===== config.mk =====
export PLATFORM = sky130hd
export DESIGN_NAME = inverter_top
export DESIGN_NICKNAME = d
export VERILOG_FILES = /design/src/logic/uart_pkg.sv /design/src/logic/drive_pkg.sv /design/src/logic/uart_rx.sv /design/src/logic/angle_frame.sv /design/src/logic/commutation.sv /design/src/logic/gate_driver.sv /design/src/logic/inverter_top.sv
export VERILOG_INCLUDE_DIRS = /design/src /design/src/logic
export SDC_FILE = /design/constraint.sdc
export NUM_CORES = 1
export LEC_CHECK = 0
export BUFFER_PORTS_ARGS = -buffer_cell sky130_fd_sc_hd__buf_2
export CORE_UTILIZATION = 30
export DETAILED_ROUTE_END_ITERATION = 8
export PLACE_DENSITY = 0.47
export SETUP_SLACK_MARGIN = 0.2
export SYNTH_ARGS = -nofsm -noshare
export SYNTH_HDL_FRONTEND = slang
export SYNTH_SLANG_ARGS = --single-unit

===== constraint.sdc =====
create_clock -name clk -period 3.3 [get_ports clk]
set_clock_uncertainty 0.1 [all_clocks]
set_input_delay 0.165 -clock clk [delete_from_list [all_inputs] [get_ports clk]]
set_output_delay 0.165 -clock clk [all_outputs]
set_load 0.1 [all_outputs]

===== src/logic/inverter_macros.svh =====
`ifndef INVERTER_MACROS_SVH
`define INVERTER_MACROS_SVH

`default_nettype none

// Serial link timing
// Clock cycles per UART bit, sampled at mid-bit
`define BIT_CYCLES 16

// Bridge timing
// Cycles both gates of a leg stay off before the new gate turns on
`define DEAD_CYCLES 4

// Electrical angle
// 4096 counts per electrical turn
`define ANGLE_W 12

`default_nettype wire

`endif


===== src/logic/uart_pkg.sv =====
`default_nettype none

package uart_pkg;

    // Receiver FSM
    typedef enum logic [2:0] {
        st_idle   = 3'd0,
        st_start  = 3'd1,
        st_data   = 3'd2,
        st_parity = 3'd3,
        st_stop   = 3'd4
    } rx_state_t;

    // Two-byte frame assembler FSM
    // link_error is sticky until reset
    typedef enum logic [1:0] {
        wait_high  = 2'd0,
        wait_low   = 2'd1,
        link_error = 2'd2
    } frame_state_t;

endpackage

`default_nettype wire


===== src/logic/drive_pkg.sv =====
`default_nettype none

package drive_pkg;

    // Six-step sectors, 60 electrical degrees each
    typedef enum logic [2:0] {
        sector_0 = 3'd0,
        sector_1 = 3'd1,
        sector_2 = 3'd2,
        sector_3 = 3'd3,
        sector_4 = 3'd4,
        sector_5 = 3'd5
    } sector_t;

    // Half-bridge leg command
    typedef enum logic [1:0] {
        leg_off  = 2'd0,
        leg_high = 2'd1,
        leg_low  = 2'd2
    } leg_cmd_t;

endpackage

`default_nettype wire


===== src/logic/uart_rx.sv =====
`include "inverter_macros.svh"
`timescale 1ns/100ps
`default_nettype none

module uart_rx (
    input  logic       clk,
    input  logic       rst_n,
    input  logic       rx,
    output logic [7:0] rx_data,
    output logic       rx_done,
    output logic       rx_error
);

    import uart_pkg::*;

    localparam int CNT_W = $clog2(`BIT_CYCLES);
    localparam logic [CNT_W-1:0] HALF_BIT = CNT_W'(`BIT_CYCLES / 2 - 1);
    localparam logic [CNT_W-1:0] FULL_BIT = CNT_W'(`BIT_CYCLES - 1);

    rx_state_t        state;
    logic [1:0]       rx_sync;
    logic             rx_prev;
    logic [CNT_W-1:0] bit_cnt;
    logic [2:0]       bit_idx;
    logic [7:0]       shift;
    logic             parity_bit;

    wire rx_s      = rx_sync[1];
    wire fall_edge = rx_prev & ~rx_s;
    wire mid_start = (bit_cnt == HALF_BIT);
    wire mid_bit   = (bit_cnt == FULL_BIT);

    // Two-flop synchronizer, line idles high
    always_ff @(posedge clk or negedge rst_n) begin
        if (!rst_n) begin
            rx_sync <= 2'b11;
            rx_prev <= 1'b1;
        end else begin
            rx_sync <= {rx_sync[0], rx};
            rx_prev <= rx_s;
        end
    end

    always_ff @(posedge clk or negedge rst_n) begin
        if (!rst_n) begin
            state    <= st_idle;
            bit_cnt  <= '0;
            bit_idx  <= '0;
            rx_done  <= 1'b0;
            rx_error <= 1'b0;
        end else begin
            rx_done <= 1'b0;
            bit_cnt <= bit_cnt + 1'b1;
            case (state)
                st_idle: begin
                    bit_cnt <= '0;
                    if (fall_edge) state <= st_start;
                end
                st_start: begin
                    // Recheck at mid-bit so a glitch does not start a byte
                    if (mid_start) begin
                        bit_cnt <= '0;
                        bit_idx <= '0;
                        state   <= rx_s ? st_idle : st_data;
                    end
                end
                st_data: begin
                    if (mid_bit) begin
                        bit_cnt <= '0;
                        bit_idx <= bit_idx + 1'b1;
                        if (bit_idx == 3'd7) state <= st_parity;
                    end
                end
                st_parity: begin
                    if (mid_bit) begin
                        bit_cnt <= '0;
                        state   <= st_stop;
                    end
                end
                st_stop: begin
                    if (mid_bit) begin
                        // Even parity: data plus parity bit has an even count of ones
                        rx_done  <= 1'b1;
                        rx_error <= (^shift ^ parity_bit) | ~rx_s;
                        state    <= st_idle;
                    end
                end
                default: state <= st_idle;
            endcase
        end
    end

    // Data shifts in LSB first
    always_ff @(posedge clk) begin
        if (state == st_data && mid_bit) shift <= {rx_s, shift[7:1]};
        if (state == st_parity && mid_bit) parity_bit <= rx_s;
    end

    assign rx_data = shift;

endmodule

`default_nettype wire


===== src/logic/angle_frame.sv =====
`include "inverter_macros.svh"
`timescale 1ns/100ps
`default_nettype none

module angle_frame (
    input  logic                clk,
    input  logic                rst_n,
    input  logic [7:0]          rx_data,
    input  logic                rx_done,
    input  logic                rx_error,
    output logic [`ANGLE_W-1:0] angle,
    output logic                angle_valid,
    output logic                armed,
    output logic                link_fault
);

    import uart_pkg::*;

    frame_state_t          state;
    logic [`ANGLE_W-9:0]   high_part;

    always_ff @(posedge clk or negedge rst_n) begin
        if (!rst_n) begin
            state       <= wait_high;
            angle       <= '0;
            angle_valid <= 1'b0;
            armed       <= 1'b0;
        end else begin
            angle_valid <= 1'b0;
            case (state)
                wait_high: begin
                    if (rx_done) state <= rx_error ? link_error : wait_low;
                end
                wait_low: begin
                    if (rx_done && rx_error) begin
                        state <= link_error;
                    end else if (rx_done) begin
                        // Whole angle loads at once, never half a frame
                        angle       <= {high_part, rx_data};
                        angle_valid <= 1'b1;
                        armed       <= 1'b1;
                        state       <= wait_high;
                    end
                end
                link_error: state <= link_error;
                default:    state <= link_error;
            endcase
        end
    end

    // High nibble held until the low byte arrives, upper nibble of byte dropped
    always_ff @(posedge clk) begin
        if (state == wait_high && rx_done) high_part <= rx_data[`ANGLE_W-9:0];
    end

    assign link_fault = (state == link_error);

endmodule

`default_nettype wire


===== src/logic/commutation.sv =====
`include "inverter_macros.svh"
`timescale 1ns/100ps
`default_nettype none

module commutation (
    input  logic                clk,
    input  logic                rst_n,
    input  logic [`ANGLE_W-1:0] angle,
    input  logic                armed,
    input  logic                link_fault,
    input  logic                shoot,
    output drive_pkg::leg_cmd_t leg_a,
    output drive_pkg::leg_cmd_t leg_b,
    output drive_pkg::leg_cmd_t leg_c
);

    import drive_pkg::*;

    // Sector boundaries, 4096 / 6 rounded
    localparam logic [`ANGLE_W-1:0] BOUND_1 = `ANGLE_W'(683);
    localparam logic [`ANGLE_W-1:0] BOUND_2 = `ANGLE_W'(1366);
    localparam logic [`ANGLE_W-1:0] BOUND_3 = `ANGLE_W'(2048);
    localparam logic [`ANGLE_W-1:0] BOUND_4 = `ANGLE_W'(2731);
    localparam logic [`ANGLE_W-1:0] BOUND_5 = `ANGLE_W'(3414);

    sector_t sector;
    logic    enable;

    always_comb begin
        if (angle >= BOUND_5)      sector = sector_5;
        else if (angle >= BOUND_4) sector = sector_4;
        else if (angle >= BOUND_3) sector = sector_3;
        else if (angle >= BOUND_2) sector = sector_2;
        else if (angle >= BOUND_1) sector = sector_1;
        else                       sector = sector_0;
    end

    assign enable = shoot & armed & ~link_fault;

    // 120-degree conduction: one leg high, one low, one floating
    always_ff @(posedge clk or negedge rst_n) begin
        if (!rst_n) begin
            leg_a <= leg_off;
            leg_b <= leg_off;
            leg_c <= leg_off;
        end else if (!enable) begin
            leg_a <= leg_off;
            leg_b <= leg_off;
            leg_c <= leg_off;
        end else begin
            case (sector)
                sector_0: begin
                    leg_a <= leg_high;
                    leg_b <= leg_low;
                    leg_c <= leg_off;
                end
                sector_1: begin
                    leg_a <= leg_high;
                    leg_b <= leg_off;
                    leg_c <= leg_low;
                end
                sector_2: begin
                    leg_a <= leg_off;
                    leg_b <= leg_high;
                    leg_c <= leg_low;
                end
                sector_3: begin
                    leg_a <= leg_low;
                    leg_b <= leg_high;
                    leg_c <= leg_off;
                end
                sector_4: begin
                    leg_a <= leg_low;
                    leg_b <= leg_off;
                    leg_c <= leg_high;
                end
                default: begin
                    leg_a <= leg_off;
                    leg_b <= leg_low;
                    leg_c <= leg_high;
                end
            endcase
        end
    end

endmodule

`default_nettype wire


===== src/logic/gate_driver.sv =====
`include "inverter_macros.svh"
`timescale 1ns/100ps
`default_nettype none

module gate_driver (
    input  logic                clk,
    input  logic                rst_n,
    input  drive_pkg::leg_cmd_t leg_a,
    input  drive_pkg::leg_cmd_t leg_b,
    input  drive_pkg::leg_cmd_t leg_c,
    output logic                gate_a_hi,
    output logic                gate_a_lo,
    output logic                gate_b_hi,
    output logic                gate_b_lo,
    output logic                gate_c_hi,
    output logic                gate_c_lo
);

    import drive_pkg::*;

    localparam int DEAD_W = $clog2(`DEAD_CYCLES + 1);
    localparam logic [DEAD_W-1:0] DEAD_LOAD = DEAD_W'(`DEAD_CYCLES);

    leg_cmd_t          leg_in  [3];
    leg_cmd_t          applied [3];
    logic [DEAD_W-1:0] dead_cnt [3];
    logic              gate_hi [3];
    logic              gate_lo [3];

    assign leg_in[0] = leg_a;
    assign leg_in[1] = leg_b;
    assign leg_in[2] = leg_c;

    for (genvar i = 0; i < 3; i++) begin : g_leg
        always_ff @(posedge clk or negedge rst_n) begin
            if (!rst_n) begin
                applied[i]  <= leg_off;
                dead_cnt[i] <= '0;
                gate_hi[i]  <= 1'b0;
                gate_lo[i]  <= 1'b0;
            end else if (leg_in[i] != applied[i]) begin
                // Any change opens both switches first
                applied[i]  <= leg_in[i];
                gate_hi[i]  <= 1'b0;
                gate_lo[i]  <= 1'b0;
                dead_cnt[i] <= (leg_in[i] == leg_off) ? '0 : DEAD_LOAD;
            end else if (dead_cnt[i] != '0) begin
                dead_cnt[i] <= dead_cnt[i] - 1'b1;
                if (dead_cnt[i] == DEAD_W'(1)) begin
                    gate_hi[i] <= (applied[i] == leg_high);
                    gate_lo[i] <= (applied[i] == leg_low);
                end
            end
        end
    end

    assign gate_a_hi = gate_hi[0];
    assign gate_a_lo = gate_lo[0];
    assign gate_b_hi = gate_hi[1];
    assign gate_b_lo = gate_lo[1];
    assign gate_c_hi = gate_hi[2];
    assign gate_c_lo = gate_lo[2];

endmodule

`default_nettype wire


===== src/logic/inverter_top.sv =====
`include "inverter_macros.svh"
`timescale 1ns/100ps
`default_nettype none

module inverter_top (
    input  logic clk,
    input  logic rst_n,
    input  logic rx,
    input  logic shoot,
    output logic gate_a_hi,
    output logic gate_a_lo,
    output logic gate_b_hi,
    output logic gate_b_lo,
    output logic gate_c_hi,
    output logic gate_c_lo,
    output logic led_ready,
    output logic led_error
);

    import drive_pkg::*;

    logic [7:0]          rx_data;
    logic                rx_done;
    logic                rx_error;
    logic [`ANGLE_W-1:0] angle;
    logic                armed;
    logic                link_fault;
    leg_cmd_t            leg_a;
    leg_cmd_t            leg_b;
    leg_cmd_t            leg_c;

    uart_rx u_uart_rx (
        .clk      (clk),
        .rst_n    (rst_n),
        .rx       (rx),
        .rx_data  (rx_data),
        .rx_done  (rx_done),
        .rx_error (rx_error)
    );

    // Frame strobe not needed downstream, angle is held
    angle_frame u_angle_frame (
        .clk         (clk),
        .rst_n       (rst_n),
        .rx_data     (rx_data),
        .rx_done     (rx_done),
        .rx_error    (rx_error),
        .angle       (angle),
        .angle_valid (),
        .armed       (armed),
        .link_fault  (link_fault)
    );

    commutation u_commutation (
        .clk        (clk),
        .rst_n      (rst_n),
        .angle      (angle),
        .armed      (armed),
        .link_fault (link_fault),
        .shoot      (shoot),
        .leg_a      (leg_a),
        .leg_b      (leg_b),
        .leg_c      (leg_c)
    );

    gate_driver u_gate_driver (
        .clk       (clk),
        .rst_n     (rst_n),
        .leg_a     (leg_a),
        .leg_b     (leg_b),
        .leg_c     (leg_c),
        .gate_a_hi (gate_a_hi),
        .gate_a_lo (gate_a_lo),
        .gate_b_hi (gate_b_hi),
        .gate_b_lo (gate_b_lo),
        .gate_c_hi (gate_c_hi),
        .gate_c_lo (gate_c_lo)
    );

    assign led_ready = armed;
    assign led_error = link_fault;

endmodule

`default_nettype wire


# Yosys cells after proc, flatten, opt, wreduce, memory -nomap -nowiden
# Index checks and enable logic that the tools add are counted.
[totals]
ff_bits = 70
out_inout_bits = 8
[classes]
add_sub_neg = 5
reduce_logical = 36
n_eq_ne = 33
mux = 59
bitwise = 8
n_lt_le_gt_ge = 5
[ops]
columns = ["op", "n"]
rows = [
  ["$mux W3", 21],
  ["$ge A12 B12 Y1 const B", 3],
  ["$mux W1", 21],
  ["$mux W2", 8],
  ["$pmux W2 S2", 4],
  ["$eq A3 B1 Y1 const B", 5],
  ["$pmux W3 S5", 1],
  ["$reduce_bool A2 Y1", 7],
  ["$reduce_or A2 Y1", 7],
  ["$eq A3 B2 Y1 const B", 4],
  ["$ge A12 B10 Y1 const B", 1],
  ["$ge A12 B11 Y1 const B", 1],
  ["$ne A2 B1 Y1 const B", 6],
  ["$pmux W4 S3", 1],
  ["$reduce_and A2 Y1", 5],
  ["$eq A3 B3 Y1 const B", 3],
  ["$reduce_bool A3 Y1", 3],
  ["$sub A3 B1 Y3 const B", 3],
  ["$eq A2 B1 Y1 const B", 4],
  ["$eq A2 B2 Y1 const B", 4],
  ["$logic_not A2 Y1", 4],
  ["$mux W4", 2],
  ["$reduce_xor A8 Y1", 1],
  ["$logic_not A3 Y1", 2],
  ["other kinds (15)", 25],
]

# Logic depth before layout (Yosys ltp)
[depth]
depth_word = 10
mapped_depth = 7
mapped_depth_nobuf = 7

# By module
# A second synthesis with hierarchy kept.
[hier_totals]
cells_unflattened = 262
area_unflattened_um2 = 3383.2
[modules_own_cells]
columns = ["mod", "cells_per_inst", "instances", "area_each_um2"]
rows = [
  ["gate_driver", 114, 1, 1211.2],
  ["uart_rx", 77, 1, 1103.6],
  ["angle_frame", 42, 1, 777.0],
  ["commutation", 29, 1, 291.5],
]

# Least setup slack after synthesis
# OpenSTA, ideal clock, no wires.
[synth_path]
kind = "register to register"
startpoint = "reg u_angle_frame.state[1]"
endpoint = "reg u_angle_frame.angle[3]"
path_slack_ns = 1.603
arrival_time_ns = 1.473
path_stages_with_launch = 4
n_path_buf = 1
synth_period_minus_slack_ns = 1.697
setup_time_ns = 0.125
t_required_ns = 3.075
cell_sequence = "dfrtp_1 -> nor4b_2 -> buf_2 -> mux2_2"
[synth_between]
elab_chain_cells = 2
[synth_lines]
columns = ["item", "line", "source"]
rows = [
  ["start, declared", "angle_frame.sv:19", "frame_state_t state;"],
  ["start signal, assigned", "angle_frame.sv:24", "state <= wait_high;"],
  ["start signal, assigned", "angle_frame.sv:32", "if (rx_done) state <= rx_error ? link_error : wait_low;"],
  ["start signal, assigned", "angle_frame.sv:36", "state <= link_error;"],
  ["$eq A2 B1 Y1", "angle_frame.sv:30", "case (state)"],
  ["$reduce_and A3 Y1 (no source line)", "n/a", ""],
  ["end signal, assigned", "angle_frame.sv:39", "angle <= {high_part, rx_data};"],
  ["end, declared", "angle_frame.sv:11", "output logic [`ANGLE_W-1:0] angle,"],
]
# No other way between the ends.
# A chain may end at the register's enable or synchronous reset.

# Final worst setup path
[layout_path]
startpoint = "reg u_gate_driver.dead_cnt[0] (netlist bit)"
endpoint = "reg u_gate_driver.gate_hi, in the netlist u_gate_driver.gate_c_hi"
[layout_between]
elab_chain_cells = 3
elab_cells_between_ends = 5
cone_classes = "1 x eq/ne; 4 x reduce/logical"
[layout_lines]
columns = ["item", "line", "source"]
rows = [
  ["start, declared", "gate_driver.sv:26", "logic [DEAD_W-1:0] dead_cnt [3];"],
  ["start signal, assigned by index", "gate_driver.sv:46", "dead_cnt[i] <= (leg_in[i] == leg_off) ? '0 : DEAD_LOAD;"],
  ["start signal, assigned by index", "gate_driver.sv:48", "dead_cnt[i] <= dead_cnt[i] - 1'b1;"],
  ["$eq A3 B1 Y1 or $reduce_bool A3 Y1 (tied branches)", "gate_driver.sv:49, gate_driver.sv:47", ""],
  ["$reduce_bool A2 Y1 (no source line)", "n/a", ""],
  ["$reduce_and A2 Y1 (no source line) *", "n/a", ""],
  ["end signal, assigned by index", "gate_driver.sv:50", "gate_hi[i] <= (applied[i] == leg_high);"],
  ["end, declared", "gate_driver.sv:27", "logic gate_hi [3];"],
]
# Every way passes the cells marked *; elsewhere a longest branch is shown, timed or not.

==> metrics.md <==
| Metric | Value |
|---|---|
| Minimum clock period | `1860 ps` |
| Total CTS buffers | `9` |
| Initial antenna violation count | `0` |
| Ys flop type | `dfrtp_1` |
| Family with the most delay on the worst path | `simple AND/OR/NAND/NOR gates` |
| Yosys warns | `0` |
| CTS tree | `built` |
| Clock Sinks | `70` |
| Grt ovf | `0` |
| Synth Instances | `263` |
| Critical path class | `reg2reg` |
| Critical-path top delay cell | `nor3b_1` |
| Adder-Cell Fraction of Synth Area | `0.0478` |
| Yosys reg bits | `70` |
| Fmax | `538 MHz` |
| Sequential area share after synthesis | `0.580` |
| Final setup TNS | `0 ps` |
| Die width | `104 um` |
| Post-CTS sizing | `0` |
| Worst EP arrival | `~2000 ps` |
| Worst Setup End Kind | `flip-flop` |
| Leakage Power | `1.64 nW` |
| DRT iter0 DRCs | `72` |
| H-Tree Depth | `3` |
| Layout overhead on the synthesized area | `12.7%` |
| Final hold violations | `0` |
| Post-synth cell types | `48` |
| Final HPWL DP | `3430 um` |
| Mean Syn Cell Area | `11.9 um^2` |
| Synth Area in XOR/XNOR | `0.0462` |
| Final Cycle Share | `0.563` |
| CP most frequent cell | `nor2_1` |
| Slew Viols, Final | `0` |
| Commonest non-fill, non-tap cell in the layout | `dfrtp_1` |
| Async SR Flop Fraction | `0.814` |
| Worst-path clk slew | `approximately 70 ps` |
| Routed Wire Length | `5040 um` |
| Routed length per instance | `12.1 um` |
| RSZ-0062 raised after global routing | `false` |
| Via Count | `just under 2000` |
| Hold Path Class | `in2reg` |
| FILL cells | `between 1000 and 1500` |
| Crit-path max cell delay | `450 ps` |
| Vias in the first global route | `1992` |
| TritonRoute pass-1 iters | `4` |
| Worst Tran Pin Value | `607 ps` |
| Mapped cell area | `3140 um^2` |
| Most frequent cells in the layout | `dfrtp_1, nor2_1, o21ai_0, edfxtp_1, ha_1` |
| Final Setup Violations | `0` |
| Die area | `10900 um^2` |
| Max-Cap Viols | `0` |
| Crit-path cells | `inv_1, ha_1, nor3b_1, nor2_1, nor2_1, o32ai_1, a22o_1` |
| Post-synthesis mux area share | `0.0538` |
| Remaining antenna violation count | `0` |
| Initial Util | `0.315` |
| Core Area | `9950 um^2` |
| # DRC | `0` |
| Clk buf depth | `2` |
| Number of port buffers | `11` |
| Post-route cell area | `3540 um^2` |
| Clk root buf | `clkbuf_8` |
| Complex-gate fraction of the synthesized area | `0.127` |
| All-Layer GR Usage | `0.108` |
| First-pass GRT wire length | `9320 um` |
| Num ports | `12` |
| Setup crit start kind | `flip-flop` |
| # diodes | `0` |
| Main combinational cell family by area after synthesis | `compound AO/OA/AOI/OAI gates` |
| Power per cell area | `roughly 530 nW/um^2` |
| Vias/cell | `about 4.6` |
| Syn nets | `279` |
| Placer Congestion | `roughly 0.77` |
| Placed cell areas | `3340 um^2` |
| Slew margin rel. | `0.592` |
| Worst-skew pair later-pin latency | `around 340 ps` |
| Power consumption | `between 1.5 and 2 mW` |
| Die Height | `104 um` |
| Fraction of layout cells with a size suffix above 1 | `0.189` |
| Simple-Gate Fraction of Synth Area | `0.122` |
| Outcome | `finished clean` |
| Total Nets Final | `296` |
| Number of synthesized flops with an enable pin | `13` |
| Row count | `36` |
| Crit path max fanout | `5` |
| Buffer and inverter count on the worst path | `1` |
| Pin count of the biggest net entering global routing | `39` |
| Tightest hold margin | `96.6 ps` |
| VDD IR max | `0.000226 V` |
| Req. time, crit path | `3430 ps` |
cell families after synthesis:
family / Yosys count
AND/OR/NAND/NOR: 75
flip-flops: 70
AO/OA/AOI/OAI: 57
buffers and inverters: 19
XOR/XNOR: 15
multiplexers: 15
adder cells (fa/ha/maj): 12
stage by stage:
stage,instances,worst slack (ps),utilization
after floorplan,263,1600,-
after global placement,400,1470,0.335
after detailed placement,400,1440,0.335
after CTS,418,1420,0.356
after global routing,418,1250,0.356
final,418,1440,0.356
routing by layer:
layer | share of wire | global-route usage | routed length, um
met1 | 0.49 | 0.136 | 2450
met2 | 0.46 | 0.165 | 2330
met3 | 0.034 | 0.0407 | 169
met4 | 0.016 | 0.0459 | 81
met5 | 0 | 0 | 0
final timing paths:
kind,from,endpoint,slack (ps),cells past startpoint
max,u_gate_driver.dead_cnt[0],u_gate_driver.gate_c_hi,1440,7
min,shoot,u_commutation.leg_b[0],100,3
max reg2reg,u_gate_driver.dead_cnt[0],u_gate_driver.gate_c_hi,1440,7
min reg2reg,u_uart_rx.rx_sync[0],u_uart_rx.rx_sync[1],260,0
max in group asynchronous,rst_n,u_uart_rx.rx_sync[0],2030,3
min in group asynchronous,rst_n,u_gate_driver.gate_c_lo,190,2
state kept, by name, indices dropped and copies added (netlist names), 2 cells and up:
name and flops:
u_uart_rx.bit_cnt 4, u_commutation.leg_c 2, u_uart_rx.state 3, u_angle_frame.angle 12
u_angle_frame.state 2, u_uart_rx.bit_idx 3, u_gate_driver.applied 6, u_uart_rx.rx_data 8
u_commutation.leg_a 2, u_uart_rx.rx_sync 2, u_gate_driver.dead_cnt 9, u_commutation.leg_b 2
u_angle_frame.high_part 4
area by class of cell:
class | count | area, um^2 | share of cell area
Timing Repair Buffer | 15 | 90.1 | 0.0254
Clock inverter | 5 | 50.0 | 0.0141
Tap cell | 133 | 166 | 0.0470
Multi-Input combinational cell | 174 | 1240 | 0.352
Sequential cell | 70 | 1820 | 0.514
Clock buffer | 11 | 131 | 0.0371
Inverter | 10 | 37.5 | 0.0106
cell usage after synthesis (all sizes together), types with 4 or more instances:
library cell | n | share of area
dfrtp | 54 | 0.43
nor2 | 29 | 0.035
o21ai | 15 | 0.024
edfxtp | 13 | 0.12
ha | 12 | 0.048
mux2 | 12 | 0.044
nand2 | 11 | 0.013
inv | 10 | 0.012
xnor2 | 8 | 0.022
a21o | 7 | 0.017
a211oi | 6 | 0.016
a21oi | 6 | 0.0096
clkbuf | 6 | 0.0072
or2 | 6 | 0.012
xor2 | 6 | 0.017
a22o | 5 | 0.015
nor3 | 5 | 0.0080
nand2b | 4 | 0.0080
nand3 | 4 | 0.0064
nor3b | 4 | 0.0096
o21a | 4 | 0.0096
worst reg2reg max path, stage by stage (launching register included):
cell and delay (ps):
dfrtp_1 390, inv_1 80, ha_1 220, nor3b_1 450, nor2_1 80, nor2_1 100
o32ai_1 90, a22o_1 240
report_power, final:
part	switching (mW)	internal, mW
clock network	0.302	0.344
registers	0.0630	0.932
logic	0.113	0.109
repair_timing:
action	CTS	global route
setup buffers	0	0
hold buffers	2	0
hold endpoints to repair	20	0
endpoints found under the setup margin	0	0
(Power assumes the default switching activity.)
